[config.mk]
export PLATFORM = sky130hd
export DESIGN_NAME = axi_rd_3to2
export DESIGN_NICKNAME = d
export VERILOG_FILES = /design/src/hw/axi_xbar_pkg.sv /design/src/hw/grant_arbiter.sv /design/src/hw/grant_fifo.sv /design/src/hw/rd_sub_port.sv /design/src/hw/axi_rd_3to2.sv
export SDC_FILE = /design/constraint.sdc
export NUM_CORES = 1
export LEC_CHECK = 0
export ABC_AREA = 1
export BUFFER_PORTS_ARGS = -buffer_cell sky130_fd_sc_hd__buf_2
export CORE_MARGIN = 2
export CORE_UTILIZATION = 40
export CTS_CLUSTER_SIZE = 40
export DETAILED_ROUTE_END_ITERATION = 8
export PLACE_DENSITY = 0.7
export SETUP_SLACK_MARGIN = 0.02
export SYNTH_ARGS = -nofsm -noshare
export SYNTH_HDL_FRONTEND = slang
export SYNTH_SLANG_ARGS = --single-unit
[constraint.sdc]
create_clock -name axi_clk -period 3.5 [get_ports axi_clk]
set_input_delay 0.7 -clock axi_clk [delete_from_list [all_inputs] [get_ports axi_clk]]
set_output_delay 0.7 -clock axi_clk [all_outputs]
set_load 0.01 [all_outputs]
[src/hw/axi_xbar_pkg.sv]
package axi_xbar_pkg;

  // Interconnect dimensions
  localparam int NUM_MANAGERS = 3;
  localparam int NUM_SUBS = 2;

  // Manager index carried by the arbiter and the grant FIFO
  typedef logic [1:0] grant_t;

  // No manager holds the grant
  localparam grant_t GRANT_IDLE = 2'd3;

  // AXI read response code
  typedef logic [1:0] resp_t;

  // Grant FIFO holds 2**FIFO_ADDR_BITS indices, one per read in flight
  localparam int FIFO_ADDR_BITS = 3;

endpackage

[src/hw/grant_arbiter.sv]
`timescale 1ns/1ps

module grant_arbiter (
  input  logic                                      axi_clk,
  input  logic                                      axi_resetn,
  input  logic [axi_xbar_pkg::NUM_MANAGERS-1:0]     request_mask,
  input  logic                                      txn_accepted,
  input  logic                                      fifo_full,
  output axi_xbar_pkg::grant_t                      active_grant
);

  logic [axi_xbar_pkg::NUM_MANAGERS-1:0] holder_mask;
  logic [axi_xbar_pkg::NUM_MANAGERS-1:0] masked_req;
  logic                                  holder_req;
  axi_xbar_pkg::grant_t                  lowest_req;
  axi_xbar_pkg::grant_t                  next_grant;

  // Current holder and whether it still asks for this subordinate
  always_comb begin
    holder_mask = '0;
    holder_req  = 1'b0;
    if (active_grant != axi_xbar_pkg::GRANT_IDLE) begin
      holder_mask[active_grant] = 1'b1;
      holder_req                = request_mask[active_grant];
    end
  end

  // Others first, so the holder gives way to anyone waiting
  assign masked_req = request_mask & ~holder_mask;

  // Lowest index wins among the remaining requesters
  always_comb begin
    lowest_req = axi_xbar_pkg::GRANT_IDLE;
    for (int n = axi_xbar_pkg::NUM_MANAGERS - 1; n >= 0; n--) begin
      if (masked_req[n]) begin
        lowest_req = axi_xbar_pkg::grant_t'(n);
      end
    end
  end

  // A holder that no longer requests counts as idle, so a kept grant
  // cannot lock out the other managers
  always_comb begin
    next_grant = active_grant;
    if (!holder_req || txn_accepted) begin
      if (fifo_full) begin
        next_grant = axi_xbar_pkg::GRANT_IDLE;
      end else if (|masked_req) begin
        next_grant = lowest_req;
      end else if (holder_req) begin
        // Nobody else waiting, keep the holder and skip a bubble
        next_grant = active_grant;
      end else begin
        next_grant = axi_xbar_pkg::GRANT_IDLE;
      end
    end
  end

  always_ff @(posedge axi_clk) begin
    if (!axi_resetn) begin
      active_grant <= axi_xbar_pkg::GRANT_IDLE;
    end else begin
      active_grant <= next_grant;
    end
  end

endmodule

[src/hw/grant_fifo.sv]
`timescale 1ns/1ps

module grant_fifo (
  input  logic                 axi_clk,
  input  logic                 axi_resetn,
  input  logic                 push,
  input  axi_xbar_pkg::grant_t push_data,
  input  logic                 pop,
  output axi_xbar_pkg::grant_t head,
  output logic                 empty,
  output logic                 full
);

  localparam int AW = axi_xbar_pkg::FIFO_ADDR_BITS;
  localparam int DEPTH = 1 << AW;

  axi_xbar_pkg::grant_t mem [DEPTH];

  // Extra top bit tells a full buffer from an empty one
  logic [AW:0] wr_ptr;
  logic [AW:0] rd_ptr;
  logic        push_ok;
  logic        pop_ok;

  assign empty   = (wr_ptr == rd_ptr);
  assign full    = (wr_ptr[AW] != rd_ptr[AW]) && (wr_ptr[AW-1:0] == rd_ptr[AW-1:0]);
  assign push_ok = push && !full;
  assign pop_ok  = pop && !empty;

  // Oldest accepted grant, valid while not empty
  assign head = mem[rd_ptr[AW-1:0]];

  always_ff @(posedge axi_clk) begin
    if (push_ok) begin
      mem[wr_ptr[AW-1:0]] <= push_data;
    end
  end

  always_ff @(posedge axi_clk) begin
    if (!axi_resetn) begin
      wr_ptr <= '0;
      rd_ptr <= '0;
    end else begin
      if (push_ok) begin
        wr_ptr <= wr_ptr + 1'b1;
      end
      if (pop_ok) begin
        rd_ptr <= rd_ptr + 1'b1;
      end
    end
  end

endmodule

[src/hw/rd_sub_port.sv]
`timescale 1ns/1ps

module rd_sub_port #(
  parameter int SUB_INDEX,
  parameter int ADDR_WIDTH,
  parameter int DATA_WIDTH
) (
  input  logic                                                         axi_clk,
  input  logic                                                         axi_resetn,

  // All managers, packed by manager index
  input  logic [axi_xbar_pkg::NUM_MANAGERS-1:0][ADDR_WIDTH-1:0]        mgr_araddr,
  input  logic [axi_xbar_pkg::NUM_MANAGERS-1:0]                        mgr_arvalid,
  input  logic [axi_xbar_pkg::NUM_MANAGERS-1:0]                        mgr_rready,
  output logic [axi_xbar_pkg::NUM_MANAGERS-1:0]                        mgr_arready,
  output logic [axi_xbar_pkg::NUM_MANAGERS-1:0]                        mgr_rvalid,
  output logic [axi_xbar_pkg::NUM_MANAGERS-1:0][DATA_WIDTH-1:0]        mgr_rdata,
  output axi_xbar_pkg::resp_t [axi_xbar_pkg::NUM_MANAGERS-1:0]         mgr_rresp,

  // Subordinate read channels
  output logic [ADDR_WIDTH-1:0]                                        sub_araddr,
  output logic                                                         sub_arvalid,
  input  logic                                                         sub_arready,
  input  logic                                                         sub_rvalid,
  input  logic [DATA_WIDTH-1:0]                                        sub_rdata,
  input  axi_xbar_pkg::resp_t                                          sub_rresp,
  output logic                                                         sub_rready
);

  logic [axi_xbar_pkg::NUM_MANAGERS-1:0] request_mask;
  axi_xbar_pkg::grant_t                  active_grant;
  axi_xbar_pkg::grant_t                  fifo_head;
  logic                                  fifo_empty;
  logic                                  fifo_full;
  logic                                  txn_accepted;
  logic                                  txn_completed;

  // A manager requests this port when its address parity matches
  always_comb begin
    for (int n = 0; n < axi_xbar_pkg::NUM_MANAGERS; n++) begin
      request_mask[n] = mgr_arvalid[n] && (mgr_araddr[n][0] == 1'(SUB_INDEX));
    end
  end

  grant_arbiter arbiter_i (
    .axi_clk      (axi_clk),
    .axi_resetn   (axi_resetn),
    .request_mask (request_mask),
    .txn_accepted (txn_accepted),
    .fifo_full    (fifo_full),
    .active_grant (active_grant)
  );

  // AR side follows the request grant
  // Valid is held back while every response slot is taken
  always_comb begin
    sub_araddr  = '0;
    sub_arvalid = 1'b0;
    mgr_arready = '0;
    if (active_grant != axi_xbar_pkg::GRANT_IDLE) begin
      sub_araddr                = mgr_araddr[active_grant];
      sub_arvalid               = request_mask[active_grant] && !fifo_full;
      mgr_arready[active_grant] = sub_arvalid && sub_arready;
    end
  end

  assign txn_accepted  = sub_arvalid && sub_arready;
  assign txn_completed = sub_rvalid && sub_rready;

  // Accept order of granted managers, consumed by the R side
  grant_fifo resp_fifo_i (
    .axi_clk    (axi_clk),
    .axi_resetn (axi_resetn),
    .push       (txn_accepted),
    .push_data  (active_grant),
    .pop        (txn_completed),
    .head       (fifo_head),
    .empty      (fifo_empty),
    .full       (fifo_full)
  );

  // R side goes to the manager at the FIFO head
  always_comb begin
    mgr_rvalid = '0;
    mgr_rdata  = '0;
    mgr_rresp  = '0;
    sub_rready = 1'b0;
    if (!fifo_empty) begin
      mgr_rvalid[fifo_head] = sub_rvalid;
      mgr_rdata[fifo_head]  = sub_rdata;
      mgr_rresp[fifo_head]  = sub_rresp;
      sub_rready            = mgr_rready[fifo_head];
    end
  end

endmodule

[src/hw/axi_rd_3to2.sv]
`timescale 1ns/1ps

module axi_rd_3to2 #(
  parameter int ADDR_WIDTH = 20,
  parameter int DATA_WIDTH = 16
) (
  input  logic                      axi_clk,
  input  logic                      axi_resetn,

  // Manager 0
  input  logic [ADDR_WIDTH-1:0]     m0_araddr,
  input  logic                      m0_arvalid,
  output logic                      m0_arready,
  output logic                      m0_rvalid,
  output logic [DATA_WIDTH-1:0]     m0_rdata,
  output axi_xbar_pkg::resp_t       m0_rresp,
  input  logic                      m0_rready,

  // Manager 1
  input  logic [ADDR_WIDTH-1:0]     m1_araddr,
  input  logic                      m1_arvalid,
  output logic                      m1_arready,
  output logic                      m1_rvalid,
  output logic [DATA_WIDTH-1:0]     m1_rdata,
  output axi_xbar_pkg::resp_t       m1_rresp,
  input  logic                      m1_rready,

  // Manager 2
  input  logic [ADDR_WIDTH-1:0]     m2_araddr,
  input  logic                      m2_arvalid,
  output logic                      m2_arready,
  output logic                      m2_rvalid,
  output logic [DATA_WIDTH-1:0]     m2_rdata,
  output axi_xbar_pkg::resp_t       m2_rresp,
  input  logic                      m2_rready,

  // Subordinate 0, even addresses
  output logic [ADDR_WIDTH-1:0]     s0_araddr,
  output logic                      s0_arvalid,
  input  logic                      s0_arready,
  input  logic                      s0_rvalid,
  input  logic [DATA_WIDTH-1:0]     s0_rdata,
  input  axi_xbar_pkg::resp_t       s0_rresp,
  output logic                      s0_rready,

  // Subordinate 1, odd addresses
  output logic [ADDR_WIDTH-1:0]     s1_araddr,
  output logic                      s1_arvalid,
  input  logic                      s1_arready,
  input  logic                      s1_rvalid,
  input  logic [DATA_WIDTH-1:0]     s1_rdata,
  input  axi_xbar_pkg::resp_t       s1_rresp,
  output logic                      s1_rready
);

  localparam int NM = axi_xbar_pkg::NUM_MANAGERS;
  localparam int NS = axi_xbar_pkg::NUM_SUBS;

  // Manager inputs packed by index
  logic [NM-1:0][ADDR_WIDTH-1:0] mgr_araddr;
  logic [NM-1:0]                 mgr_arvalid;
  logic [NM-1:0]                 mgr_rready;
  logic [NM-1:0]                 sub1_rready_in;

  // Per-port outputs toward the managers
  logic [NS-1:0][NM-1:0]                 port_arready;
  logic [NS-1:0][NM-1:0]                 port_rvalid;
  logic [NS-1:0][NM-1:0][DATA_WIDTH-1:0] port_rdata;
  axi_xbar_pkg::resp_t [NS-1:0][NM-1:0]  port_rresp;

  // Merged per manager
  logic [NM-1:0]                 mgr_arready;
  logic [NM-1:0]                 mgr_rvalid;
  logic [NM-1:0][DATA_WIDTH-1:0] mgr_rdata;
  axi_xbar_pkg::resp_t [NM-1:0]  mgr_rresp;

  assign mgr_araddr  = {m2_araddr, m1_araddr, m0_araddr};
  assign mgr_arvalid = {m2_arvalid, m1_arvalid, m0_arvalid};
  assign mgr_rready  = {m2_rready, m1_rready, m0_rready};

  // Both ports may answer the same manager at once
  // Port 0 goes first, port 1 waits with its response held
  assign sub1_rready_in = mgr_rready & ~port_rvalid[0];

  rd_sub_port #(
    .SUB_INDEX  (0),
    .ADDR_WIDTH (ADDR_WIDTH),
    .DATA_WIDTH (DATA_WIDTH)
  ) sub0_port_i (
    .axi_clk     (axi_clk),
    .axi_resetn  (axi_resetn),
    .mgr_araddr  (mgr_araddr),
    .mgr_arvalid (mgr_arvalid),
    .mgr_rready  (mgr_rready),
    .mgr_arready (port_arready[0]),
    .mgr_rvalid  (port_rvalid[0]),
    .mgr_rdata   (port_rdata[0]),
    .mgr_rresp   (port_rresp[0]),
    .sub_araddr  (s0_araddr),
    .sub_arvalid (s0_arvalid),
    .sub_arready (s0_arready),
    .sub_rvalid  (s0_rvalid),
    .sub_rdata   (s0_rdata),
    .sub_rresp   (s0_rresp),
    .sub_rready  (s0_rready)
  );

  rd_sub_port #(
    .SUB_INDEX  (1),
    .ADDR_WIDTH (ADDR_WIDTH),
    .DATA_WIDTH (DATA_WIDTH)
  ) sub1_port_i (
    .axi_clk     (axi_clk),
    .axi_resetn  (axi_resetn),
    .mgr_araddr  (mgr_araddr),
    .mgr_arvalid (mgr_arvalid),
    .mgr_rready  (sub1_rready_in),
    .mgr_arready (port_arready[1]),
    .mgr_rvalid  (port_rvalid[1]),
    .mgr_rdata   (port_rdata[1]),
    .mgr_rresp   (port_rresp[1]),
    .sub_araddr  (s1_araddr),
    .sub_arvalid (s1_arvalid),
    .sub_arready (s1_arready),
    .sub_rvalid  (s1_rvalid),
    .sub_rdata   (s1_rdata),
    .sub_rresp   (s1_rresp),
    .sub_rready  (s1_rready)
  );

  // Each port drives zeros to managers it is not serving
  always_comb begin
    for (int n = 0; n < NM; n++) begin
      mgr_arready[n] = port_arready[0][n] | port_arready[1][n];
      mgr_rvalid[n]  = port_rvalid[0][n] | port_rvalid[1][n];
      mgr_rdata[n]   = port_rvalid[0][n] ? port_rdata[0][n] : port_rdata[1][n];
      mgr_rresp[n]   = port_rvalid[0][n] ? port_rresp[0][n] : port_rresp[1][n];
    end
  end

  assign m0_arready = mgr_arready[0];
  assign m0_rvalid  = mgr_rvalid[0];
  assign m0_rdata   = mgr_rdata[0];
  assign m0_rresp   = mgr_rresp[0];

  assign m1_arready = mgr_arready[1];
  assign m1_rvalid  = mgr_rvalid[1];
  assign m1_rdata   = mgr_rdata[1];
  assign m1_rresp   = mgr_rresp[1];

  assign m2_arready = mgr_arready[2];
  assign m2_rvalid  = mgr_rvalid[2];
  assign m2_rdata   = mgr_rdata[2];
  assign m2_rresp   = mgr_rresp[2];

endmodule

Yosys cells after proc, flatten, opt, wreduce, memory -nomap -nowiden
Memories as Yosys holds them, arrays and structs flattened. A register that Yosys moved wholly into a read port is not among the register bits.
Cells that the tools add are included.

storage, ports and cells
  register bits = 20
  bits in writable memories = 32
  bits of input ports = 108
  output and inout bits = 104
  logic and storage cells = 161
  memories = 2

operators by class
  $add $sub $neg = 4
  order comparisons = 8
  equal/unequal tests = 10
  mux-type cells = 72
  bitwise logic cells = 23
  reduce and logical (&&, ||, !) cells = 36

memories
  memory                       depth  bits a word  rd ports  clocked after memory_dff  write ports  RTL line          text
  sub0_port_i.resp_fifo_i.mem  8      2            1         1                         1            grant_fifo.sv:17  axi_xbar_pkg::grant_t mem [DEPTH];
  sub1_port_i.resp_fifo_i.mem  8      2            1         1                         1            grant_fifo.sv:17

operators with widths
  cell                                                    number
  bitwise AND 48 bit                                      2
  two-way mux 48 bit                                      2
  binary-select mux 20 bit (select 2 bit)                 2
  two-way mux 16 bit                                      5
  two-way mux 20 bit                                      4
  demux 16 bit (select 2 bit)                             2
  two-way mux 2 bit                                       15
  two-way mux 3 bit                                       10
  logical AND 1 bit                                       24
  bitwise AND 3 bit                                       7
  two-way mux 1 bit                                       20
  adder 4 x 1 -> 4 bit (second input constant)            4
  bitwise AND 6 bit                                       2
  < comparator 2 x 3 -> 1 bit (second input constant)     4
  two-way mux 6 bit                                       2
  NOT 3 bit                                               3
  binary-select mux 1 bit (select 2 bit)                  4
  demux 1 bit (select 2 bit)                              4
  demux 2 bit (select 2 bit)                              2
  == test 4 bit                                           2
  >= comparator 2 x 1 -> 1 bit (second input constant)    4
  == test 3 bit                                           2
  logical NOT 1 bit                                       6
  inequality test 3 x 1 -> 1 bit (second input constant)  2
  7 further kinds                                         19

Longest topological paths before layout
  depth in word-level cells = 15
  depth in mapped cells = 16

Hierarchy
Synthesis repeated with hierarchy kept, for this count alone.

second synthesis, totals
  cells, all modules = 943
  area, all modules = 5362.6 um2

modules (own cells, without submodules)
  module                      times used  cells an instance  area each (um2)  seq. area each (um2)
  grant_fifo                  2           137                1260.0           700.7
  rd_sub_port at sub0_port_i  1           209                867.1            0.0
  rd_sub_port at sub1_port_i  1           208                845.8            0.0
  axi_rd_3to2                 1           186                732.0            0.0
  grant_arbiter               2           33                 198.9            40.0

Worst setup path before layout
OpenSTA, ideal clock, no wires.

  kind = input port to output port
  from = in m0_araddr[0]
  to = out m0_arready
  arrival time = 1.638 ns
  required time = 2.800 ns
  slack = 1.162 ns
  stages on the path = 9
  buffers on the path = 0
  path through = inv_1 > nand2_1 > nand2_1 > a21oi_1 > a21oi_1 > nand2_1 > inv_1 > nand2_2 > o22ai_1

between the ends
  longest elaborated chain between the ends = 9
  elaborated cells between the ends (all ways) = 16
  those cells by class = mux (6); bitwise (4); reduce/logical (6)

ends and longest elaborated chain
  element                                  RTL line            text
  from (decl)                              axi_rd_3to2.sv:11   input logic [ADDR_WIDTH-1:0] m0_araddr,
  NOT 1 bit                                rd_sub_port.sv:41   request_mask[n] = mgr_arvalid[n] && (mgr_araddr[n][0] == 1'(SUB_INDEX));
  logical AND 1 bit                        rd_sub_port.sv:41
  binary-select mux 1 bit (select 2 bit)   rd_sub_port.sv:62   sub_arvalid = request_mask[active_grant] && !fifo_full;
  two-way mux 1 bit (not written as such)  rd_sub_port.sv:62
  logical AND 1 bit                        rd_sub_port.sv:62
  logical AND 1 bit                        rd_sub_port.sv:63   mgr_arready[active_grant] = sub_arvalid && sub_arready;
  bitwise AND 3 bit (no line)              n/a
  two-way mux 3 bit                        rd_sub_port.sv:60   if (active_grant != axi_xbar_pkg::GRANT_IDLE) begin
  bitwise OR 1 bit *                       axi_rd_3to2.sv:134  mgr_arready[n] = port_arready[0][n] | port_arready[1][n];
  to (decl)                                axi_rd_3to2.sv:13   output logic m0_arready,

Mark *: on every way between the ends. The rest lies on a longest branch, timed or not. The select of a mux whose other input is x is not followed.

==> results by group <==
Synthesis
  – Synth warnings: 0
  – Post-Syn Nets: 775
  – Synth area leader: edfxtp_1
  – Synth Register Bits: 58
  – Largest cells by area after synthesis: edfxtp_1, nand2_1, dfxtp_1
  – Cells after Synth: 663
  – Cell Area, Synth: 0.00460 mm²
  – Synth unique cells: 37
  – Post-synth top area share: 20.9%
  – Sequential share of the synthesized area: 32.2%
  – Syn_area_per_cell: 6.94 µm²

Pwr
  – Sw Ratio: 45.4%
  – Maximum VDD drop: 0.359 mV
  – Switching power: 0.00184 W
  – Power Internal: 0.00221 W
  – Combinational share of power: 53.9%
  – Reg power frac: 24.0%
  – Cell area power density: 673 mW/mm²
  – Clock share of power: 22.1%
  – Lkg Pwr: 3.02 nW

Outcome
  – Status: complete, no violations

Floorplanning
  – Die area: 0.0124 mm²
  – Core area: 0.0113 mm²
  – Die height: 111 µm
  – Initial Utilization: 40.6%
  – Die X: 111 µm
  – Boundary Pins: 212
  – # rows: 39

Worst setup path
  – Req. time, crit path: 2800 ps
  – Critical path class: reg2out
  – Critical path launch point type: flip-flop
  – Crit path max fanout: 38
  – CP Data Arrival Time: 2440 ps
  – Endpoint class of the critical path: primary output

Global routing
  – Vias in the first global route: 4804
  – GR Overflow Total: 0
  – GRT Util Overall: 21.6%
  – Global-route wire length before repair: 22300 µm
  – Initial antenna violation count: 1
  – Largest net degree at the start of global routing: 57

STA
  – Final hold viol count: 0
  – Slew headroom: 56.1%
  – Least-Margin Pin Slew: 657 ps
  – Achievable clock frequency: 318 MHz
  – Min cycle time layout: 3140 ps
  – Post-route setup TNS: 0 ps
  – Setup violations, final: 0
  – RSZ-0062 raised after global routing: no
  – Slew Viols, Final: 0
  – Crit share post-route: 89.8%
  – Clock Skew: 5.25 ps

Run
  – Max cap viols: 0

Final layout
  – Number of fill cells in the layout: 1119
  – Layout cells sized above 1: 31.3%
  – Fin cells: 1008
  – Synth-to-Final Area Change: 31.0%
  – Nets: 971

Clocking
  – CTS sink cnt: 58
  – Hold buffers post-CTS: 0
  – Resized cells post-CTS: 0
  – Latest clock arrival within the worst-skew pair: 320 ps
  – Post-CTS Setup Bufs: 0
  – Htree depth: 3
  – Total CTS buffers: 9
  – Clk slew on worst S/H paths: 50 ps
  – CTS tree: yes
  – Root Buffer: clkbuf_16
  – CTS max path bufs: 2

Route
  – Final WL: 14000 µm
  – Vias: 5290
  – Antenna-violating nets left: 0
  – Per-cell routed wire length: 13.9 µm
  – Drt pass-1 iters: 7
  – DRC: 0
  – Initial DRC Count: 526
  – Vias per std cell: 5.25

Place
  – # port buffers: 211
  – RD Place Congestion: 1.01
  – Placed cell count: 991
  – Final HPWL DP: 11100 µm

Min path
  – Hold crit path type: reg2reg
critical path, cell delays in order (launching register included):
cell and delay (ps):
dfxtp_1 510, inv_4 90, nand2_1 90, nand3_1 90, nand2_1 70, nand2_1 40
nand2_1 70, nand3_2 500, o21ai_0 440, buf_2 190
cells in the final DEF, fill, tap and decap left out, drive strengths merged, types with 2 or more instances in the layout:
master,count
o22ai,4
xnor2,4
nand4,55
a21oi,25
a22oi,8
buf,218
xor2,5
o221ai,24
nand3,34
nand2,159
o211ai,8
nor2,45
dfxtp,26
clkbuf,10
clkinv,6
o21ai,81
bufinv,2
nand3b,3
edfxtp,32
o31ai,3
inv,104
ha,4
cell usage after synthesis, drive strengths merged:
master    n
a21oi    25
a221oi    1
a22oi     8
buf      15
clkbuf   18
clkinv    3
dfxtp    26
edfxtp   32
ha        4
inv     104
nand2   159
nand3    34
nand3b    3
nand4    55
nor2     45
nor3      1
o211ai    8
o21ai    81
o21bai    1
o221ai   24
o22ai     4
o31ai     3
xnor2     4
xor2      5
metal layers:
metal | wire [µm] | global-route usage, % | share of wire [%]
met1 | 5670 | 25.5 | 40
met2 | 6780 | 38.6 | 48
met3 | 1080 | 3.50 | 7.7
met4 | 503 | 9.47 | 3.6
met5 | 0 | 0 | 0
worst paths after layout:
check	from	endpoint	slack, ps	cells after the start
worst max register to register	sub1_port_i.arbiter_i.active_grant[1]	sub1_port_i.resp_fifo_i.mem[6][1]	920	11
worst min-delay path	sub0_port_i.resp_fifo_i.wr_ptr[3]	sub0_port_i.resp_fifo_i.wr_ptr[3]	440	1
worst max-delay path	flip-flop	m1_rdata[12]	360	9
worst min register to register	sub0_port_i.resp_fifo_i.wr_ptr[3]	sub0_port_i.resp_fifo_i.wr_ptr[3]	440	1
final cells by class:
class                           instances  area [µm²]  share of cell area, %
Tap cell                              143         179                   2.97
Clock inverter                          6        81.3                   1.35
Sequential cell                        58        1480                   24.6
Antenna cell                            1        2.50                 0.0416
Clock buffer                           10         229                   3.80
Timing Repair Buffer                  218        1110                   18.4
Inverter                              107         409                   6.79
Multi-Input combinational cell        465        2530                   42.0
power groups by stage:
| stage | Clock (W) | Combinational, W | Sequential, W |
|---|---|---|---|
| after global routing | 0.000939 | 0.00241 | 0.000990 |
| after CTS | 0.000911 | 0.00219 | 0.000972 |
| final | 0.000895 | 0.00218 | 0.000972 |
| after global placement | 0 | 0.00218 | 0.000986 |
| after detailed placement | 0 | 0.00218 | 0.000985 |
| after floorplan | 0 | 0.00151 | 0.000926 |
cells by family (layout without fill, tap and decap cells):
group                    Yosys count  count (layout)  synth area share (%)
AND/OR/NAND/NOR                  297             297                  31.9
other                              0               1                     0
flip-flops                        58              58                  32.2
AO/OA/AOI/OAI                    155             155                  20.3
adder cells (fa/ha/maj)            4               4                  1.09
XOR/XNOR                           9               9                  1.71
buffers and inverters            140             341                  12.7
metrics by stage:
step / total power [W] / hold WS (ps) / utilization (%) / setup slack, ps / area (µm²)
3_5_place_dp: 0.00317 / 442 / 50.4 / 648 / 5710
6_report: 0.00405 / 445 / 53.2 / 356 / 6020
5_1_grt: 0.00434 / 474 / 53.2 / 149 / 6020
4_1_cts: 0.00407 / 449 / 53.2 / 370 / 6020
2_1_floorplan: 0.00243 / 425 / - / 1160 / 4600
3_3_place_gp: 0.00316 / 440 / 50.4 / 690 / 5710
Note: power is estimated with default switching activity, not from simulation.
